File: src/design/vdec_pkg.sv
package vdec_pkg;

  localparam int buf_depth = 16;  // words per frame buffer
  localparam int buf_aw    = 4;
  localparam int words_w   = 5;   // frame length register, 1 to 16
  localparam int addr_w    = 8;   // external memory word address

  localparam logic [7:0] hdr_tag = 8'ha5;

  localparam logic [1:0] err_none  = 2'd0;
  localparam logic [1:0] err_tag   = 2'd1;
  localparam logic [1:0] err_count = 2'd2;

  localparam logic [1:0] cfg_addr_base   = 2'd0;
  localparam logic [1:0] cfg_addr_words  = 2'd1;
  localparam logic [1:0] cfg_addr_status = 2'd2;

  typedef enum logic [2:0] {
    st_idle,
    st_fetch,
    st_parse,
    st_recon,
    st_error
  } seq_state_e;

  // word 0 is a header, words 1 and up carry residual pairs
  typedef union packed {
    struct packed {
      logic [7:0]  tag;
      logic [7:0]  count;
      logic [15:0] ref_value;
    } hdr;
    struct packed {
      logic signed [15:0] res_hi;
      logic signed [15:0] res_lo;
    } pay;
  } vdec_word_u;

endpackage

File: src/design/vdec_buf_if.sv
`timescale 1ns/1ns

interface vdec_buf_if;

  logic                          wr_en;
  logic [vdec_pkg::buf_aw-1:0]   wr_addr;
  vdec_pkg::vdec_word_u          wr_data;
  logic [vdec_pkg::buf_aw-1:0]   rd_addr;
  vdec_pkg::vdec_word_u          rd_data;   // one cycle after rd_addr
  vdec_pkg::vdec_word_u          hdr_word;  // always word 0

  modport writer (output wr_en, output wr_addr, output wr_data);

  modport reader (output rd_addr, input rd_data);

  modport hdr (input hdr_word);

  modport store (input wr_en, input wr_addr, input wr_data, input rd_addr,
                 output rd_data, output hdr_word);

endinterface

File: src/design/vdec_cfg_regs.sv
`timescale 1ns/1ns

module vdec_cfg_regs (
  input  logic                          clk,
  input  logic                          rst_n,
  input  logic                          cfg_we,
  input  logic [1:0]                    cfg_addr,
  input  logic [31:0]                   cfg_wdata,
  input  logic                          frame_done,
  input  logic                          err_set,
  input  logic [1:0]                    err_code,
  output logic [31:0]                   cfg_rdata,
  output logic [vdec_pkg::addr_w-1:0]   frame_base,
  output logic [vdec_pkg::words_w-1:0]  frame_words
);

  logic [1:0] err_q;    // sticky until next good frame
  logic [7:0] frame_cnt;

  always_ff @(posedge clk or negedge rst_n) begin
    if (!rst_n) begin
      frame_base  <= '0;
      frame_words <= vdec_pkg::words_w'(vdec_pkg::buf_depth);
      err_q       <= vdec_pkg::err_none;
      frame_cnt   <= '0;
    end else begin
      if (cfg_we && cfg_addr == vdec_pkg::cfg_addr_base) begin
        frame_base <= cfg_wdata[vdec_pkg::addr_w-1:0];
      end
      if (cfg_we && cfg_addr == vdec_pkg::cfg_addr_words) begin
        if (cfg_wdata > vdec_pkg::buf_depth) begin
          frame_words <= vdec_pkg::words_w'(vdec_pkg::buf_depth);  // clamp high
        end else if (cfg_wdata == '0) begin
          frame_words <= vdec_pkg::words_w'(1);
        end else begin
          frame_words <= cfg_wdata[vdec_pkg::words_w-1:0];
        end
      end
      if (err_set) begin
        err_q <= err_code;
      end else if (frame_done) begin
        err_q     <= vdec_pkg::err_none;
        frame_cnt <= frame_cnt + 8'd1;
      end
    end
  end

  always_comb begin
    case (cfg_addr)
      vdec_pkg::cfg_addr_base:   cfg_rdata = 32'(frame_base);
      vdec_pkg::cfg_addr_words:  cfg_rdata = 32'(frame_words);
      vdec_pkg::cfg_addr_status: cfg_rdata = {22'd0, err_q, frame_cnt};
      default:                   cfg_rdata = '0;
    endcase
  end

endmodule

File: src/design/vdec_fetch.sv
`timescale 1ns/1ns

module vdec_fetch (
  input  logic                          clk,
  input  logic                          rst_n,
  input  logic                          start,
  input  logic                          abort,
  input  logic [vdec_pkg::addr_w-1:0]   frame_base,
  input  logic [vdec_pkg::words_w-1:0]  frame_words,
  input  logic [31:0]                   mem_rdata,
  input  logic                          mem_ack,
  output logic                          mem_req,
  output logic [vdec_pkg::addr_w-1:0]   mem_addr,
  output logic                          done,
  vdec_buf_if.writer                    fbuf
);

  logic                         busy;
  logic [vdec_pkg::words_w-1:0] idx;  // words captured so far

  always_ff @(posedge clk or negedge rst_n) begin
    if (!rst_n) begin
      busy    <= 1'b0;
      mem_req <= 1'b0;
      idx     <= '0;
      done    <= 1'b0;
    end else begin
      done <= 1'b0;
      if (abort) begin
        busy    <= 1'b0;  // any late ack just falls while idle
        mem_req <= 1'b0;
      end else if (start) begin
        busy <= 1'b1;
        idx  <= '0;
      end else if (busy) begin
        if (mem_req && mem_ack) begin
          mem_req <= 1'b0;  // word captured, release
          idx     <= idx + 1'b1;
        end else if (!mem_req && !mem_ack) begin
          if (idx == frame_words) begin
            busy <= 1'b0;
            done <= 1'b1;
          end else begin
            mem_req <= 1'b1;  // only once the previous ack is low
          end
        end
      end
    end
  end

  assign mem_addr = frame_base +
                    {{(vdec_pkg::addr_w - vdec_pkg::words_w){1'b0}}, idx};

  assign fbuf.wr_en   = busy && mem_req && mem_ack;
  assign fbuf.wr_addr = idx[vdec_pkg::buf_aw-1:0];
  assign fbuf.wr_data = mem_rdata;

endmodule

File: src/design/vdec_frame_buf.sv
`timescale 1ns/1ns

module vdec_frame_buf (
  input logic         clk,
  vdec_buf_if.store   fbuf
);

  vdec_pkg::vdec_word_u mem [vdec_pkg::buf_depth];

  always_ff @(posedge clk) begin
    if (fbuf.wr_en) begin
      mem[fbuf.wr_addr] <= fbuf.wr_data;
    end
    fbuf.rd_data <= mem[fbuf.rd_addr];  // registered read
  end

  // header tap for the parser
  assign fbuf.hdr_word = mem[0];

endmodule

File: src/design/vdec_parser.sv
`timescale 1ns/1ns

module vdec_parser (
  input  logic                          clk,
  input  logic                          rst_n,
  input  logic                          start,
  input  logic [vdec_pkg::words_w-1:0]  frame_words,
  output logic                          done,
  output logic                          err,
  output logic [1:0]                    err_code,
  output logic [15:0]                   ref_value,
  output logic [7:0]                    count,
  vdec_buf_if.hdr                       fbuf
);

  logic tag_bad;
  logic count_bad;

  assign tag_bad   = fbuf.hdr_word.hdr.tag != vdec_pkg::hdr_tag;
  // payload must fit in words 1 .. frame_words-1
  assign count_bad = fbuf.hdr_word.hdr.count == 8'd0 ||
                     fbuf.hdr_word.hdr.count >= 8'(frame_words);

  always_ff @(posedge clk or negedge rst_n) begin
    if (!rst_n) begin
      done     <= 1'b0;
      err      <= 1'b0;
      err_code <= vdec_pkg::err_none;
    end else begin
      done <= start && !tag_bad && !count_bad;
      err  <= start && (tag_bad || count_bad);
      if (start) begin
        err_code <= tag_bad   ? vdec_pkg::err_tag :
                    count_bad ? vdec_pkg::err_count : vdec_pkg::err_none;
      end
    end
  end

  always_ff @(posedge clk) begin
    if (start && !tag_bad && !count_bad) begin
      ref_value <= fbuf.hdr_word.hdr.ref_value;
      count     <= fbuf.hdr_word.hdr.count;
    end
  end

endmodule

File: src/design/vdec_recon.sv
`timescale 1ns/1ns

module vdec_recon (
  input  logic        clk,
  input  logic        rst_n,
  input  logic        start,
  input  logic        abort,
  input  logic [15:0] ref_value,
  input  logic [7:0]  count,
  input  logic        out_ack,
  output logic        out_req,
  output logic [15:0] out_data,
  output logic        done,
  vdec_buf_if.reader  fbuf
);

  logic               busy;
  logic               rd_wait;  // buffer read in flight
  logic               sent;     // ack seen, waiting for it to fall
  logic               sel_lo;   // hi half first, then lo
  logic [7:0]         widx;
  logic signed [15:0] pred;
  logic signed [15:0] res;
  logic signed [16:0] sum;
  logic signed [15:0] sample;

  always_comb begin
    res = sel_lo ? fbuf.rd_data.pay.res_lo : fbuf.rd_data.pay.res_hi;
    sum = {pred[15], pred} + {res[15], res};
    if (sum[16:15] == 2'b01) begin
      sample = 16'sh7fff;  // positive overflow
    end else if (sum[16:15] == 2'b10) begin
      sample = 16'sh8000;
    end else begin
      sample = sum[15:0];
    end
  end

  always_ff @(posedge clk or negedge rst_n) begin
    if (!rst_n) begin
      busy    <= 1'b0;
      rd_wait <= 1'b0;
      sent    <= 1'b0;
      sel_lo  <= 1'b0;
      out_req <= 1'b0;
      done    <= 1'b0;
      widx    <= '0;
    end else begin
      done <= 1'b0;
      if (abort) begin
        busy    <= 1'b0;  // a high ack still falls before any new request
        out_req <= 1'b0;
        sent    <= 1'b0;
      end else if (start) begin
        busy    <= 1'b1;
        widx    <= 8'd1;
        sel_lo  <= 1'b0;
        rd_wait <= 1'b1;
      end else if (busy) begin
        if (rd_wait) begin
          rd_wait <= 1'b0;
        end else if (out_req && out_ack) begin
          out_req <= 1'b0;
          sent    <= 1'b1;
        end else if (sent && !out_ack) begin
          sent <= 1'b0;
          if (!sel_lo) begin
            sel_lo <= 1'b1;  // same word, low residual
          end else if (widx == count) begin
            busy <= 1'b0;
            done <= 1'b1;
          end else begin
            widx    <= widx + 8'd1;
            sel_lo  <= 1'b0;
            rd_wait <= 1'b1;
          end
        end else if (!out_req && !sent && !out_ack) begin
          out_req <= 1'b1;
        end
      end
    end
  end

  // payload, loaded when a request is raised
  always_ff @(posedge clk) begin
    if (start) begin
      pred <= ref_value;
    end else if (busy && !abort && !rd_wait && !out_req && !sent && !out_ack) begin
      pred     <= sample;
      out_data <= sample;
    end
  end

  assign fbuf.rd_addr = widx[vdec_pkg::buf_aw-1:0];

endmodule

File: src/design/vdec_sequencer.sv
`timescale 1ns/1ns

module vdec_sequencer (
  input  logic       clk,
  input  logic       rst_n,
  input  logic       start,
  input  logic       stall,
  input  logic       flush,
  input  logic       fetch_done,
  input  logic       parse_done,
  input  logic       parse_err,
  input  logic [1:0] parse_err_code,
  input  logic       recon_done,
  output logic       fetch_start,
  output logic       parse_start,
  output logic       recon_start,
  output logic       abort,
  output logic       done,
  output logic       err,
  output logic       err_set,
  output logic [1:0] err_code
);

  vdec_pkg::seq_state_e state;

  always_ff @(posedge clk or negedge rst_n) begin
    if (!rst_n) begin
      state       <= vdec_pkg::st_idle;
      fetch_start <= 1'b0;
      parse_start <= 1'b0;
      recon_start <= 1'b0;
      abort       <= 1'b0;
      done        <= 1'b0;
      err_set     <= 1'b0;
      err_code    <= vdec_pkg::err_none;
    end else begin
      fetch_start <= 1'b0;  // all outputs are single pulses
      parse_start <= 1'b0;
      recon_start <= 1'b0;
      abort       <= 1'b0;
      done        <= 1'b0;
      err_set     <= 1'b0;
      if (flush && state != vdec_pkg::st_idle) begin
        // flush wins over any stage result in the same cycle
        abort <= 1'b1;
        state <= vdec_pkg::st_idle;
      end else begin
        case (state)
          vdec_pkg::st_idle: if (start && !stall) begin
            fetch_start <= 1'b1;
            state       <= vdec_pkg::st_fetch;
          end
          vdec_pkg::st_fetch: if (fetch_done) begin
            parse_start <= 1'b1;
            state       <= vdec_pkg::st_parse;
          end
          vdec_pkg::st_parse: if (parse_err) begin
            err_set  <= 1'b1;
            err_code <= parse_err_code;  // forwarded to status
            state    <= vdec_pkg::st_error;
          end else if (parse_done) begin
            recon_start <= 1'b1;
            state       <= vdec_pkg::st_recon;
          end
          vdec_pkg::st_recon: if (recon_done) begin
            done  <= 1'b1;
            state <= vdec_pkg::st_idle;
          end
          vdec_pkg::st_error: state <= vdec_pkg::st_error;  // only flush leaves
          default: state <= vdec_pkg::st_idle;
        endcase
      end
    end
  end

  assign err = (state == vdec_pkg::st_error);

endmodule

File: src/design/vdec_top.sv
`timescale 1ns/1ns

module vdec_top (
  input  logic                        clk,
  input  logic                        rst_n,
  input  logic                        start,
  input  logic                        stall,
  input  logic                        flush,
  output logic                        done,
  output logic                        err,
  output logic                        mem_req,
  output logic [vdec_pkg::addr_w-1:0] mem_addr,
  input  logic [31:0]                 mem_rdata,
  input  logic                        mem_ack,
  output logic                        out_req,
  output logic [15:0]                 out_data,
  input  logic                        out_ack,
  input  logic                        cfg_we,
  input  logic [1:0]                  cfg_addr,
  input  logic [31:0]                 cfg_wdata,
  output logic [31:0]                 cfg_rdata
);

  logic                         fetch_start, parse_start, recon_start, abort;
  logic                         fetch_done, parse_done, parse_err, recon_done;
  logic [1:0]                   parse_err_code;
  logic                         err_set;
  logic [1:0]                   err_code;
  logic [vdec_pkg::addr_w-1:0]  frame_base;
  logic [vdec_pkg::words_w-1:0] frame_words;
  logic [15:0]                  ref_value;
  logic [7:0]                   count;

  vdec_buf_if buf_if ();

  vdec_frame_buf u_buf (.clk(clk), .fbuf(buf_if.store));

  vdec_cfg_regs u_cfg (
    .clk(clk), .rst_n(rst_n), .cfg_we(cfg_we), .cfg_addr(cfg_addr),
    .cfg_wdata(cfg_wdata), .frame_done(done), .err_set(err_set),
    .err_code(err_code), .cfg_rdata(cfg_rdata), .frame_base(frame_base),
    .frame_words(frame_words));

  vdec_sequencer u_seq (
    .clk(clk), .rst_n(rst_n), .start(start), .stall(stall), .flush(flush),
    .fetch_done(fetch_done), .parse_done(parse_done), .parse_err(parse_err),
    .parse_err_code(parse_err_code), .recon_done(recon_done),
    .fetch_start(fetch_start), .parse_start(parse_start),
    .recon_start(recon_start), .abort(abort), .done(done), .err(err),
    .err_set(err_set), .err_code(err_code));

  vdec_fetch u_fetch (
    .clk(clk), .rst_n(rst_n), .start(fetch_start), .abort(abort),
    .frame_base(frame_base), .frame_words(frame_words), .mem_rdata(mem_rdata),
    .mem_ack(mem_ack), .mem_req(mem_req), .mem_addr(mem_addr),
    .done(fetch_done), .fbuf(buf_if.writer));

  vdec_parser u_parse (
    .clk(clk), .rst_n(rst_n), .start(parse_start), .frame_words(frame_words),
    .done(parse_done), .err(parse_err), .err_code(parse_err_code),
    .ref_value(ref_value), .count(count), .fbuf(buf_if.hdr));

  vdec_recon u_recon (
    .clk(clk), .rst_n(rst_n), .start(recon_start), .abort(abort),
    .ref_value(ref_value), .count(count), .out_ack(out_ack),
    .out_req(out_req), .out_data(out_data), .done(recon_done),
    .fbuf(buf_if.reader));

endmodule

File: config.mk
export PLATFORM = sky130hd
export DESIGN_NAME = vdec_top
export DESIGN_NICKNAME = d
export VERILOG_FILES = /design/src/design/vdec_pkg.sv /design/src/design/vdec_buf_if.sv /design/src/design/vdec_cfg_regs.sv /design/src/design/vdec_fetch.sv /design/src/design/vdec_frame_buf.sv /design/src/design/vdec_parser.sv /design/src/design/vdec_recon.sv /design/src/design/vdec_sequencer.sv /design/src/design/vdec_top.sv
export SDC_FILE = /design/constraint.sdc
export NUM_CORES = 1
export LEC_CHECK = 0
export BUFFER_PORTS_ARGS = -buffer_cell sky130_fd_sc_hd__buf_2
export CAP_MARGIN = 20
export CORE_UTILIZATION = 61
export CTS_CLUSTER_SIZE = 8
export DETAILED_ROUTE_END_ITERATION = 10
export GPL_ROUTABILITY_DRIVEN = 1
export GPL_TIMING_DRIVEN = 0
export PLACE_DENSITY_LB_ADDON = 0.2
export SYNTH_ARGS = -nofsm -noshare
export SYNTH_HDL_FRONTEND = slang
export SYNTH_SLANG_ARGS = --single-unit
File: constraint.sdc
create_clock -name clk -period 4.4 [get_ports clk]
set_clock_uncertainty 0.1 [all_clocks]
set_input_delay 0.44 -clock clk [delete_from_list [all_inputs] [get_ports clk]]
set_output_delay 0.44 -clock clk [all_outputs]
set_load 0.1 [all_outputs]
# --- Word-level counts from Yosys, hierarchy flattened ---
# Memories as Yosys holds them, arrays and structs flattened. A register that Yosys moved wholly into a read port is not among the register bits.
# Cells that the tools add are included.
# Widths: inputs -> output; s select.
op_classes:
  add_sub_neg: 5
  n_lt_le_gt_ge: 2
  eq_ne: 23
  mux: 107
  bitwise_logic: 4
  reduce_logical: 60
op_table:
  columns: ["operator", "n"]
  rows:
  - ["$mux 16", 5]
  - ["$mux 1", 78]
  - ["$mux 8", 7]
  - ["$gt 32x5->1 const B", 1]
  - ["$logic_not 32->1", 1]
  - ["$pmux 10 s3", 1]
  - ["$mux 5", 5]
  - ["$logic_and 1x1->1", 20]
  - ["$mux 3", 6]
  - ["$reduce_bool 2->1", 9]
  - ["$add 16x16->17", 1]
  - ["$add 8x1->8 const B", 2]
  - ["$pmux 3 s5", 1]
  - ["$ne 2x2->1 const B", 6]
  - ["$reduce_and 4->1", 3]
  - ["$reduce_bool 3->1", 4]
  - ["$logic_not 1->1", 10]
  - ["$reduce_and 5->1", 2]
  - ["$ne 3x1->1 const B", 3]
  - ["$add 8x5->8", 1]
  - ["$eq 8x8->1", 1]
  - ["$ge 8x5->1", 1]
  - ["$logic_not 8->1", 1]
  - ["$mux 2", 4]
  - ["other kinds (17)", 28]
totals:
  ff_bits: 116
  ramBits: 512
  in_bits: 74
  output_inout_bits: 60
  n_memories: 1
memory_table:
  columns: ["name", "words", "word_bits", "rd", "rd_ports_with_merged_regs", "write_ports", "line_no", "rtl"]
  rows:
  - ["u_buf.mem", 16, 32, 2, 1, 1, "vdec_frame_buf.sv:8", "vdec_pkg::vdec_word_u mem [vdec_pkg::buf_depth];"]

# --- Depth between registers and ports, before layout ---
# Gate-level depths: netlist of run 1.
logic_depth:
  depth_word: 10
  ltp_mapped: 13

# --- Modules after synthesis ---
# A second synthesis of run 1 with hierarchy kept.
hier_totals:
  cells_unflattened: 1466
  hier_area_um2: 26823.2
by_module_without_submodules:
  columns: ["module", "instances", "cells_each", "area_each_um2", "seq_area_each_um2"]
  rows:
  - ["vdec_frame_buf", 1, 838, 19835.3, 16015.4]
  - ["vdec_recon", 1, 279, 3007.9, 1311.3]
  - ["vdec_cfg_regs", 1, 125, 1338.8, 576.8]
  - ["vdec_fetch", 1, 120, 1049.8, 200.2]
  - ["vdec_parser", 1, 56, 1031.0, 820.8]
  - ["vdec_sequencer", 1, 48, 560.5, 275.3]

# --- Worst setup path after synthesis of run 1 ---
# No wires, ideal clock.
synth_path:
  path_kind: "register to register"
  startpoint: "reg u_fetch.mem_req"
  endpoint: "mem u_buf.mem[0][0] in the netlist's numbering, enable pin"
  setup_time_ps: 461
  arrival_ps: 3741
  path_slack_ps: 98
  stages_incl_launch_ff: 5
  period_less_slack_ps: 4302
  cell_sequence: "dfrtp_1 and3_1 clkbuf_1 nand2_1 nor3_1"
synth_between:
  elab_chain_cells: 4
synth_lines:
  columns: ["element", "line_no", "rtl"]
  rows:
  - ["start, declared", "vdec_fetch.sv:12", "output logic mem_req,"]
  - ["start signal, assigned", "vdec_fetch.sv:24", "mem_req <= 1'b0;"]
  - ["start signal, assigned", "vdec_fetch.sv:31", "mem_req <= 1'b0;"]
  - ["start signal, assigned", "vdec_fetch.sv:37", "mem_req <= 1'b0;"]
  - ["$logic_and 1x1->1 (2 in a row)", "vdec_fetch.sv:54", "assign fbuf.wr_en = busy && mem_req && mem_ack;"]
  - ["$mux 1", "vdec_frame_buf.sv:11", "if (fbuf.wr_en) begin"]
  - ["$mux 1 (implied by the code)", "vdec_frame_buf.sv:12", "mem[fbuf.wr_addr] <= fbuf.wr_data;"]
  - ["end, declared", "vdec_frame_buf.sv:8", null]
# No other way between the ends.

# --- Worst setup path in the final report of run 1 ---
layout_path:
  startpoint: "reg u_recon.sel_lo"
  endpoint: "reg u_recon.pred[5] (data pin)"
layout_between:
  elab_chain_cells: 7
layout_lines:
  columns: ["element", "line_no", "rtl"]
  rows:
  - ["start, declared", "vdec_recon.sv:20", "logic sel_lo;"]
  - ["start signal, assigned", "vdec_recon.sv:44", "sel_lo <= 1'b0;"]
  - ["start signal, assigned", "vdec_recon.sv:57", "sel_lo <= 1'b0;"]
  - ["start signal, assigned", "vdec_recon.sv:68", "sel_lo <= 1'b1;"]
  - ["$mux 16 *", "vdec_recon.sv:28", "res = sel_lo ? fbuf.rd_data.pay.res_lo : fbuf.rd_data.pay.res_hi;"]
  - ["$add 16x16->17 *", "vdec_recon.sv:29", "sum = {pred[15], pred} + {res[15], res};"]
  - ["$eq 2x2->1", "vdec_recon.sv:32", "end else if (sum[16:15] == 2'b10) begin"]
  - ["$mux 16", "vdec_recon.sv:32", null]
  - ["$mux 16 *", "vdec_recon.sv:30", "if (sum[16:15] == 2'b01) begin"]
  - ["named net u_recon.sample[5]", "vdec_recon.sv:25", "logic signed [15:0] sample;"]
  - ["$mux 16 *", "vdec_recon.sv:88", "end else if (busy && !abort && !rd_wait && !out_req && !sent && !out_ack) begin"]
  - ["$mux 16 *", "vdec_recon.sv:86", "if (start) begin"]
  - ["end signal, assigned", "vdec_recon.sv:87", "pred <= ref_value;"]
  - ["end signal, assigned", "vdec_recon.sv:89", "pred <= sample;"]
  - ["end, declared", "vdec_recon.sv:22", "logic signed [15:0] pred;"]
# The timed path passes the listed nets; every way through them passes the cells marked *. The select of a mux whose other input is x is not followed.
# A chain may end at the register's enable or synchronous reset.

==> report_table.html, run 1 <==
<table>
<tr><th>Metric</th><th>Value</th></tr>
<tr><th colspan="2">Routing</th></tr>
<tr><td>Routed len/inst</td><td>28.0 um</td></tr>
<tr><td>DR iter-0 viols</td><td>about 1600</td></tr>
<tr><td>Uppermost signal routing layer after detailed routing</td><td>met5</td></tr>
<tr><td>Routed via count divided by cell count</td><td>roughly 6.4</td></tr>
<tr><td>Total number of vias</td><td>14200</td></tr>
<tr><td>Wire length on met2</td><td>around 31 mm</td></tr>
<tr><td>Remaining DRCs</td><td>0</td></tr>
<tr><td>Met3 WL post-DR</td><td>about 5.3 mm</td></tr>
<tr><td>DR pass1 iterations</td><td>8</td></tr>
<tr><td>Met1 Wirelength</td><td>roughly 24 mm</td></tr>
<tr><td>DRT Wirelength</td><td>62.3 mm</td></tr>
<tr><td>Antenna Nets Post-Route</td><td>0</td></tr>
<tr><th colspan="2">Setup path</th></tr>
<tr><td>Kind of critical path</td><td>reg -&gt; reg</td></tr>
<tr><td>Data arrival time of the worst path</td><td>4430 ps</td></tr>
<tr><td>Critical register-to-register path startpoint</td><td>u_recon.sel_lo</td></tr>
<tr><td>CP max FO</td><td>10</td></tr>
<tr><td>Worst Setup Start Kind</td><td>register</td></tr>
<tr><td>Launching element of the worst setup path</td><td>u_recon.sel_lo</td></tr>
<tr><td>Required time of the critical path</td><td>approximately 4700 ps</td></tr>
<tr><td>Endpoint class of the critical path</td><td>register</td></tr>
<tr><th colspan="2">Yosys</th></tr>
<tr><td>Seq/Total Area, Yosys</td><td>72.9%</td></tr>
<tr><td>Average size of a mapped cell</td><td>19.4 um^2</td></tr>
<tr><td>Top cell types by occurrence after synthesis</td><td>568 x sky130_fd_sc_hd__edfxtp_1, 160 x sky130_fd_sc_hd__mux4_2, 59 x sky130_fd_sc_hd__dfrtp_1</td></tr>
<tr><td>Register bit total from synthesis</td><td>660</td></tr>
<tr><td>EDFF count, synth</td><td>roughly 570</td></tr>
<tr><td>Post-synth top area cell</td><td>sky130_fd_sc_hd__edfxtp_1</td></tr>
<tr><td>Total standard cell area after synthesis</td><td>0.0263 mm^2</td></tr>
<tr><td>Synthesis warning total</td><td>0</td></tr>
<tr><td>Cell types occupying the most area after synthesis</td><td>sky130_fd_sc_hd__edfxtp_1 65%, sky130_fd_sc_hd__mux4_2 14%, sky130_fd_sc_hd__dfrtp_1 5.6%, sky130_fd_sc_hd__dfxtp_1 2.4%, sky130_fd_sc_hd__mux2_2 1.6%</td></tr>
<tr><td>Share of async-settable or async-resettable flops after synthesis</td><td>under 10%</td></tr>
<tr><td>Number of distinct library cell variants in the gate-level netlist after synthesis</td><td>62</td></tr>
<tr><td>Count of mapped cells out of synthesis</td><td>1354</td></tr>
<tr><td>Share of the synthesized area in the top cell type</td><td>between 60% and 70%</td></tr>
<tr><td>Dominant synthesized flop cell</td><td>sky130_fd_sc_hd__edfxtp_1</td></tr>
<tr><td>Library cell with the highest instance count after synthesis</td><td>sky130_fd_sc_hd__edfxtp_1</td></tr>
<tr><th colspan="2">Hold path</th></tr>
<tr><td>Class of the most critical hold timing path</td><td>in -&gt; reg</td></tr>
<tr><td>Worst Hold Launch</td><td>stall</td></tr>
<tr><th colspan="2">Final layout</th></tr>
<tr><td>Synthesis-to-finish area growth</td><td>17.9%</td></tr>
<tr><td>Cell area after layout</td><td>0.0310 mm^2</td></tr>
<tr><td>Fraction of final layout cells with drive strength greater than 1</td><td>around 30%</td></tr>
<tr><td>Number of filler instances in the final layout</td><td>approximately 2400</td></tr>
<tr><td>Post-layout nets</td><td>1736</td></tr>
<tr><th colspan="2">STA</th></tr>
<tr><td>Setup repair after global routing missed its margin</td><td>false</td></tr>
<tr><td>Final worst path period share</td><td>94.9%</td></tr>
<tr><td>Final critical delay including setup and external delays</td><td>4180 ps</td></tr>
<tr><td>Number of slew-limit violations in the final report</td><td>0</td></tr>
<tr><td>Number of hold violations in the final report</td><td>0</td></tr>
<tr><td>Fmax achieved</td><td>~0.24 GHz</td></tr>
<tr><td>Relative slew slack</td><td>27.8%</td></tr>
<tr><td>Setup slack after layout</td><td>about 220 ps</td></tr>
<tr><td>Setup-violating endpoint count in the final report</td><td>0</td></tr>
<tr><td>Worst slew pin tran</td><td>roughly 1100 ps</td></tr>
<tr><th colspan="2">Placement</th></tr>
<tr><td>Detailed placer's ending HPWL</td><td>39.0 mm</td></tr>
<tr><td>Pre-CTS setup slack</td><td>-343 ps</td></tr>
<tr><td>Placed cell area</td><td>between 0.02 and 0.03 mm^2</td></tr>
<tr><td>Final weighted congestion in routability-driven placement</td><td>between 0.8 and 0.9</td></tr>
<tr><td>Buffers on Ports</td><td>about 110</td></tr>
<tr><th colspan="2">Die</th></tr>
<tr><td>Y dimension of the die</td><td>210 um</td></tr>
<tr><td>Floorplan row count</td><td>75</td></tr>
<tr><td>Die boundary width</td><td>between 200 and 250 um</td></tr>
<tr><td>Starting density of the core</td><td>just over 60%</td></tr>
<tr><td>Floorplan core area</td><td>roughly 0.042 mm^2</td></tr>
<tr><td>Full die area</td><td>0.0440 mm^2</td></tr>
<tr><td>Number of top-level design ports</td><td>roughly 130</td></tr>
<tr><th colspan="2">Power</th></tr>
<tr><td>Leak pwr</td><td>10.6 nW</td></tr>
<tr><td>Proportion of power drawn by the clock network</td><td>a little over two fifths</td></tr>
<tr><td>Switching fraction of total power</td><td>~24%</td></tr>
<tr><td>Internal Power</td><td>around 11 mW</td></tr>
<tr><td>Total chip power</td><td>between 10 and 15 mW</td></tr>
<tr><td>Combinational cell fraction of total power</td><td>roughly 8.2%</td></tr>
<tr><td>Switching power</td><td>3.54 mW</td></tr>
<tr><td>Pwr/cell area</td><td>approximately 470 mW/mm^2</td></tr>
<tr><td>Proportion of power drawn by flip-flops and latches</td><td>a little under half</td></tr>
<tr><td>VDD IR max</td><td>around 0.00046 V</td></tr>
<tr><th colspan="2">Global routing</th></tr>
<tr><td>Largest net degree at the start of global routing</td><td>43</td></tr>
<tr><td>All-Layer GR Usage</td><td>roughly 29%</td></tr>
<tr><td>Vias in the first global route</td><td>approximately 14000</td></tr>
<tr><td>GRT Residual Overflow</td><td>0</td></tr>
<tr><td>Number of antenna violations at the first check in global routing</td><td>3</td></tr>
<tr><td>First-pass GRT wire length</td><td>91.3 mm</td></tr>
<tr><th colspan="2">Run</th></tr>
<tr><td>Number of maximum-capacitance violations</td><td>0</td></tr>
<tr><th colspan="2">Run status</th></tr>
<tr><td>Result of the run</td><td>completed</td></tr>
<tr><th colspan="2">Clocking</th></tr>
<tr><td>Skew-Pair Late Insertion Delay</td><td>between 600 and 700 ps</td></tr>
<tr><td>TritonCTS Buffers</td><td>~90</td></tr>
<tr><td>TritonCTS clock tree</td><td>built</td></tr>
<tr><td>Sink Count</td><td>660</td></tr>
<tr><td>Maximum buffer depth of the clock tree</td><td>3</td></tr>
<tr><td>H-tree depth</td><td>3</td></tr>
<tr><td>Clock transition at the register clock pins on the worst setup and hold paths after CTS</td><td>50 ps</td></tr>
<tr><td>Buffers inserted by post-CTS timing repair</td><td>0</td></tr>
<tr><td>Cell chosen for the clock root</td><td>sky130_fd_sc_hd__clkbuf_16</td></tr>
</table>
[critical path: stages (launching register included)]
cell and delay (ps):
sky130_fd_sc_hd__dfrtp_2 550, sky130_fd_sc_hd__clkbuf_2 390, sky130_fd_sc_hd__mux2i_1 390, sky130_fd_sc_hd__inv_1 80, sky130_fd_sc_hd__ha_1 320, sky130_fd_sc_hd__a211oi_1 280
sky130_fd_sc_hd__o21bai_1 210, sky130_fd_sc_hd__o221ai_1 300, sky130_fd_sc_hd__a21oi_1 190, sky130_fd_sc_hd__o21bai_2 290, sky130_fd_sc_hd__buf_2 290, sky130_fd_sc_hd__o21ai_0 200
sky130_fd_sc_hd__mux2_2 320
[state kept, by name (all words and copies together) (netlist names), 2 cells and up]
name                flops
u_buf.mem             512
u_cfg.frame_cnt         8
u_recon.out_data       16
u_cfg.err_q             2
u_cfg.frame_base        8
u_buf.fbuf.rd_data     32
u_recon.pred           16
u_parse.err_code        2
u_seq.state             3
u_parse.count           8
u_parse.ref_value      16
u_seq.err_code          2
u_recon.widx            8
u_fetch.idx             5
u_cfg.frame_words       5
[through the flow]
step	setup TNS [ps]	instances	hold WS [ps]	util [%]
floorplan	0	1375	44.4	-
global placement	-304810	2025	333	65.4
detailed placement	-4010	2054	317	66.8
CTS	0	2216	29.2	73.2
global route	0	2225	45.7	73.5
finish	0	2226	47.6	73.5
[cell type report]
class	instances	area, um^2	share of cell area [%]
antenna	2	5.00	0.0161
buffer	73	370	1.19
clock buffer	144	2500	8.04
clock inverter	7	108	0.347
inverter	30	113	0.363
multi-input combinational	611	6830	22.0
sequential	660	19200	61.8
tap	539	674	2.17
timing repair buffer	160	1250	4.03
[metal layers]
| layer | vias up | GRT usage (%) |
|---|---|---|
| met1 | 7306 | 39.2 |
| met2 | 768 | 47.1 |
| met4 | 2 | 11.4 |
| met5 | - | 0 |
| li1 | 5971 | - |
| met3 | 121 | 6.73 |
[power groups by stage]
stage	registers, mW	clock network (mW)	logic, mW
2_1_floorplan	7.14	0	0.845
3_3_place_gp	7.13	0	1.10
3_5_place_dp	7.13	0	1.19
4_1_cts	7.02	6.43	1.20
5_1_grt	7.02	6.71	1.26
6_report	7.02	6.39	1.20
[what timing repair did]
action,CTS,global route
hold endpoints to repair,32,0
setup endpoints to repair,30,12
gates resized for setup,1,1
hold buffers,12,0
[cell usage in the layout, fill, tap and decap left out, types with 22 or more instances in the layout]
cell type                   Yosys  final
sky130_fd_sc_hd__a21oi_1       29     29
sky130_fd_sc_hd__buf_2          4    116
sky130_fd_sc_hd__buf_4         22     23
sky130_fd_sc_hd__clkbuf_1      34     84
sky130_fd_sc_hd__clkbuf_16      0     92
sky130_fd_sc_hd__conb_1         1     22
sky130_fd_sc_hd__dfrtp_1       59     58
sky130_fd_sc_hd__dfxtp_1       32     32
sky130_fd_sc_hd__edfxtp_1     568    568
sky130_fd_sc_hd__ha_1          32     32
sky130_fd_sc_hd__inv_1         29     29
sky130_fd_sc_hd__mux2_2        37     37
sky130_fd_sc_hd__mux4_2       160    160
sky130_fd_sc_hd__nand2_1       46     46
sky130_fd_sc_hd__nor2_1        46     34
sky130_fd_sc_hd__o21ai_0       34     34
sky130_fd_sc_hd__xnor2_1       22     22
sky130_fd_sc_hd__xor2_1        22     22
[cells by family after synthesis]
group / Yosys count / share of synthesized area [%]
DFF: 660 / 72.9
muxes: 207 / 15.7
and+or+nand+nor: 186 / 3.59
AOI/OAI and AO/OA: 118 / 2.82
buffers and inverters: 104 / 1.84
xor gates and xnor gates: 44 / 1.46
adders and majority gates: 34 / 1.67
other: 1 / 0.0142
[worst paths after layout]
check                                            end  slack, ps  depth (start not counted)
worst min-delay path               u_seq.fetch_start         50                          3
worst max-delay path                 u_recon.pred[5]        220                         12
worst max register to register       u_recon.pred[5]        220                         12
min in group asynchronous         u_cfg.frame_cnt[7]        200                          2
worst min register to register  u_parse.ref_value[6]        330                          0
max in group asynchronous             u_recon.sel_lo       3410                          3
No activity file was read; power rests on OpenSTA's default activity.
==> run 2: changes to the inputs <==
- ABC_AREA: default -> 1
==> run 2 against run 1 <==
Clock-buffer cell count up 1. Non-clock buffer count increased by 38. Combinational power is 57% higher. Critical endpoint is now u_recon.pred[1].
==> report_table.html, run 2 <==
<table>
<tr><th>Metric</th><th>Value</th></tr>
<tr><th colspan="2">STA</th></tr>
<tr><td>Relative slew slack</td><td>40.1% (+12 points)</td></tr>
<tr><td>Number of slew-limit violations in the final report</td><td>0 (unchanged)</td></tr>
<tr><td>Setup-violating endpoint count in the final report</td><td>0 (unchanged)</td></tr>
<tr><td>Fmax achieved</td><td>0.258 GHz (+7.8%)</td></tr>
<tr><td>Final-layout worst hold slack</td><td>23.2 ps (-24.4 ps)</td></tr>
<tr><td>Worst slew pin tran</td><td>889 ps (-194 ps)</td></tr>
<tr><td>Number of hold violations in the final report</td><td>0 (unchanged)</td></tr>
<tr><td>Setup repair after global routing missed its margin</td><td>false</td></tr>
<tr><td>Final worst path period share</td><td>88.1% (-6.9 points)</td></tr>
<tr><td>Final critical delay including setup and external delays</td><td>3880 ps (-302 ps)</td></tr>
<tr><th colspan="2">Hold path</th></tr>
<tr><td>Class of the most critical hold timing path</td><td>in -&gt; reg</td></tr>
<tr><th colspan="2">Global routing</th></tr>
<tr><td>First-pass GRT wire length</td><td>108 mm (+18%)</td></tr>
<tr><td>Number of antenna violations at the first check in global routing</td><td>2 (-1)</td></tr>
<tr><td>Largest net degree at the start of global routing</td><td>42 (-2.3%)</td></tr>
<tr><td>All-Layer GR Usage</td><td>32.7% (+3.5 points)</td></tr>
<tr><td>Vias in the first global route</td><td>18600 (+31%)</td></tr>
<tr><td>GRT Residual Overflow</td><td>0 (unchanged)</td></tr>
<tr><th colspan="2">Routing</th></tr>
<tr><td>Remaining DRCs</td><td>0 (unchanged)</td></tr>
<tr><td>DRT Wirelength</td><td>73.0 mm (+17%)</td></tr>
<tr><td>Routed via count divided by cell count</td><td>6.05 (-4.9%)</td></tr>
<tr><td>DR iter-0 viols</td><td>2336 (+44%)</td></tr>
<tr><td>Antenna Nets Post-Route</td><td>0 (unchanged)</td></tr>
<tr><td>Total number of vias</td><td>18800 (+33%)</td></tr>
<tr><td>Routed len/inst</td><td>23.5 um (-16%)</td></tr>
<tr><td>DR pass1 iterations</td><td>6 (-2)</td></tr>
<tr><th colspan="2">Final layout</th></tr>
<tr><td>Synthesis-to-finish area growth</td><td>16.8%</td></tr>
<tr><td>Diodes inserted</td><td>0 (-2)</td></tr>
<tr><td>Biggest regs</td><td>u_buf.mem: 512 flops, u_buf.fbuf.rd_data: 32 flops</td></tr>
<tr><td>Commonest cells after routing, fill and taps aside</td><td>568 x sky130_fd_sc_hd__edfxtp_1, 343 x sky130_fd_sc_hd__nor2_1, 314 x sky130_fd_sc_hd__nand2_1</td></tr>
<tr><td>Number of filler instances in the final layout</td><td>2958 (+25%)</td></tr>
<tr><td>Post-layout nets</td><td>2570 (+48%)</td></tr>
<tr><td>Fraction of final layout cells with drive strength greater than 1</td><td>13.8% (-16 points)</td></tr>
<tr><td>Largest register FFs</td><td>512 (unchanged)</td></tr>
<tr><td>Footprint of the multi-input gates</td><td>0.00729 mm^2 (+6.8%)</td></tr>
<tr><td>Most common cell after layout, fill and taps aside</td><td>sky130_fd_sc_hd__edfxtp_1</td></tr>
<tr><td>Register containing the most flip-flops in the final layout</td><td>u_buf.mem</td></tr>
<tr><td>Fraction of the core area covered by cells at the end of the flow</td><td>72.2% (-1.3 points)</td></tr>
<tr><td>Sequential cell area</td><td>0.0192 mm^2 (about the same)</td></tr>
<tr><th colspan="2">Yosys</th></tr>
<tr><td>Seq/Total Area, Yosys</td><td>70.3% (-2.7 points)</td></tr>
<tr><td>Register bit total from synthesis</td><td>660 (unchanged)</td></tr>
<tr><td>Average size of a mapped cell</td><td>12.4 um^2 (-36%)</td></tr>
<tr><td>Total standard cell area after synthesis</td><td>0.0273 mm^2 (+3.8%)</td></tr>
<tr><td>EDFF count, synth</td><td>568 (unchanged)</td></tr>
<tr><td>Top cell types by occurrence after synthesis</td><td>568 x sky130_fd_sc_hd__edfxtp_1, 359 x sky130_fd_sc_hd__nor2_1, 314 x sky130_fd_sc_hd__nand2_1</td></tr>
<tr><td>Synthesis warning total</td><td>0 (unchanged)</td></tr>
<tr><td>Dominant synthesized flop cell</td><td>sky130_fd_sc_hd__edfxtp_1</td></tr>
<tr><td>Share of the synthesized area in the top cell type</td><td>62.4% (-2.4 points)</td></tr>
<tr><td>Cell types occupying the most area after synthesis</td><td>sky130_fd_sc_hd__edfxtp_1 62%, sky130_fd_sc_hd__dfrtp_1 5.4%, sky130_fd_sc_hd__nor2_1 4.9%, sky130_fd_sc_hd__nand2_1 4.3%, sky130_fd_sc_hd__o21ai_0 2.9%</td></tr>
<tr><td>Number of distinct library cell variants in the gate-level netlist after synthesis</td><td>50 (-19%)</td></tr>
<tr><td>Count of mapped cells out of synthesis</td><td>2207 (+63%)</td></tr>
<tr><td>Post-synth top area cell</td><td>sky130_fd_sc_hd__edfxtp_1</td></tr>
<tr><td>Library cell with the highest instance count after synthesis</td><td>sky130_fd_sc_hd__edfxtp_1</td></tr>
<tr><td>Share of async-settable or async-resettable flops after synthesis</td><td>9.09% (unchanged)</td></tr>
<tr><th colspan="2">Placement</th></tr>
<tr><td>Buffers on Ports</td><td>111 (unchanged)</td></tr>
<tr><td>Final weighted congestion in routability-driven placement</td><td>0.938 (+5.9%)</td></tr>
<tr><td>Detailed placer's ending HPWL</td><td>49.7 mm (+27%)</td></tr>
<tr><th colspan="2">Clocking</th></tr>
<tr><td>Cell chosen for the clock root</td><td>sky130_fd_sc_hd__clkbuf_16</td></tr>
<tr><td>Sink Count</td><td>660 (unchanged)</td></tr>
<tr><td>TritonCTS Buffers</td><td>92 (unchanged)</td></tr>
<tr><td>TritonCTS clock tree</td><td>built</td></tr>
<tr><td>Maximum buffer depth of the clock tree</td><td>3 (unchanged)</td></tr>
<tr><td>Skew-Pair Late Insertion Delay</td><td>640 ps (about the same)</td></tr>
<tr><td>H-tree depth</td><td>3 (unchanged)</td></tr>
<tr><td>Clock transition at the register clock pins on the worst setup and hold paths after CTS</td><td>50 ps (about the same)</td></tr>
<tr><th colspan="2">Power</th></tr>
<tr><td>Proportion of power drawn by the clock network</td><td>42.1% (-1.6 points)</td></tr>
<tr><td>Combinational cell fraction of total power</td><td>12.2% (+4.0 points)</td></tr>
<tr><td>Switching fraction of total power</td><td>26.4% (+2.2 points)</td></tr>
<tr><td>Switching power</td><td>4.06 mW (+15%)</td></tr>
<tr><td>Proportion of power drawn by flip-flops and latches</td><td>45.7% (-2.3 points)</td></tr>
<tr><td>Pwr/cell area</td><td>483 mW/mm^2 (+2.6%)</td></tr>
<tr><td>VDD IR max</td><td>0.000539 V (+19%)</td></tr>
<tr><td>Leak pwr</td><td>11.8 nW (+12%)</td></tr>
<tr><td>Internal Power</td><td>11.3 mW (+2.4%)</td></tr>
<tr><th colspan="2">Die</th></tr>
<tr><td>Die boundary width</td><td>214 um (+1.9%)</td></tr>
<tr><td>Starting density of the core</td><td>61.8% (-0.53 points)</td></tr>
<tr><td>Floorplan row count</td><td>77 (+2.7%)</td></tr>
<tr><td>Floorplan core area</td><td>0.0442 mm^2 (+4.7%)</td></tr>
<tr><td>Number of top-level design ports</td><td>134 (unchanged)</td></tr>
<tr><td>Y dimension of the die</td><td>214 um (+1.9%)</td></tr>
<tr><td>Full die area</td><td>0.0457 mm^2 (+3.8%)</td></tr>
<tr><th colspan="2">Setup path</th></tr>
<tr><td>CP max FO</td><td>10 (unchanged)</td></tr>
<tr><td>Endpoint class of the critical path</td><td>register</td></tr>
<tr><td>Worst Setup Start Kind</td><td>register</td></tr>
<tr><td>Kind of critical path</td><td>reg -&gt; reg</td></tr>
<tr><td>Required time of the critical path</td><td>4690 ps (+40 ps)</td></tr>
<tr><td>Data arrival time of the worst path</td><td>4160 ps (-270 ps)</td></tr>
<tr><th colspan="2">Run status</th></tr>
<tr><td>Result of the run</td><td>completed</td></tr>
<tr><th colspan="2">Run</th></tr>
<tr><td>Number of maximum-capacitance violations</td><td>0 (unchanged)</td></tr>
</table>
-- run 2: cell count changes after synthesis, sizes merged, moves of 29 or more --
cell    before  now
buf         40   69
inv         30  104
mux2        37    2
mux2i       10   48
mux4       160    0
nand2       46  341
nand3        9   83
nor2        46  359
o21ai       38  160
o221ai       2   51
o32ai        0   76
-- run 2: critical path: stages (launching register included) --
cell	delay, ps
sky130_fd_sc_hd__dfrtp_1	330
sky130_fd_sc_hd__clkbuf_1	540
sky130_fd_sc_hd__inv_2	260
sky130_fd_sc_hd__clkbuf_1	260
sky130_fd_sc_hd__nand2_1	170
sky130_fd_sc_hd__nand2_1	190
sky130_fd_sc_hd__ha_1	410
sky130_fd_sc_hd__a21oi_1	220
sky130_fd_sc_hd__nand2_1	110
sky130_fd_sc_hd__a21oi_2	240
sky130_fd_sc_hd__nand2_2	90
sky130_fd_sc_hd__nand2_1	60
sky130_fd_sc_hd__nand2_1	90
sky130_fd_sc_hd__nand2_4	150
sky130_fd_sc_hd__buf_6	180
sky130_fd_sc_hd__nand2_1	60
sky130_fd_sc_hd__nand3_1	90
sky130_fd_sc_hd__nand2_1	60
-- run 2: per-stage QoR --
stage               cell area, um^2  cells  setup TNS, ps  worst slack [ps]  total power, mW
finish                        31900   3112              0               524             15.4
global route                  31900   3112              0               403             15.8
CTS                           31900   3112              0               668             15.4
detailed placement            29200   2951              0               678             9.00
global placement              28700   2931          -1890             -81.9             8.92
floorplan                     27400   2228              0               863             8.44
-- run 2: layout make-up --
cell class	instances	share of cell area (%)
clock buffers	145	7.90
flip-flops and latches	660	60.1
repair buffers	140	3.27
clock inverters	7	0.259
inverters	106	1.25
well taps	592	2.32
multi-input cells	1331	22.8
plain buffers	131	2.01
-- run 2: repair_timing --
item                                    4_1_cts  5_1_grt
endpoints found under the setup margin        0        0
resized for setup                             0        0
endpoints found under the hold margin        27        0
hold buffers                                  9        0
setup buffers                                 0        0
-- run 2: path summary, 6_finish.rpt --
path,slack (ps),to,from,cells after the start
setup / recovery,520,u_recon.pred[1],u_recon.sel_lo,17
hold / removal,20,u_cfg.frame_base[0],cfg_wdata[0],3
setup reg to reg,520,u_recon.pred[1],u_recon.sel_lo,17
hold reg to reg,350,u_parse.ref_value[0],u_buf.mem[0][0],0
max in group asynchronous,3410,u_fetch.idx[1],rst_n,3
min in group asynchronous,210,u_cfg.frame_cnt[7],rst_n,2
-- run 2: cell families after synthesis --
family                     count (synthesis)  share of synthesized area, %
adders and majority gates                 34                          1.61
DFF                                      660                          70.3
AOI/OAI and AO/OA                        360                          8.73
and+or+nand+nor                          826                          12.5
xor gates and xnor gates                  39                          1.25
other                                      1                        0.0137
muxes                                     50                          1.84
buffers and inverters                    237                          3.80
-- run 2: power by group through the flow --
| stage | Combinational [mW] | Sequential (mW) | Clock, mW |
|---|---|---|---|
| 6_report | 1.88 | 7.05 | 6.49 |
| 5_1_grt | 2.02 | 7.05 | 6.76 |
| 4_1_cts | 1.86 | 7.05 | 6.49 |
| 3_5_place_dp | 1.84 | 7.16 | 0 |
| 3_3_place_gp | 1.76 | 7.16 | 0 |
| 2_1_floorplan | 1.25 | 7.19 | 0 |
-- run 2: per-layer routing --
metal | global-route usage (%) | vias to the layer above | share of wire [%]
met5 | 0 | - | 0.011
met4 | 14.3 | 2 | 4.0
met3 | 6.33 | 204 | 10
met2 | 53.4 | 1116 | 48
met1 | 42.9 | 9104 | 38
li1 | - | 8415 | -
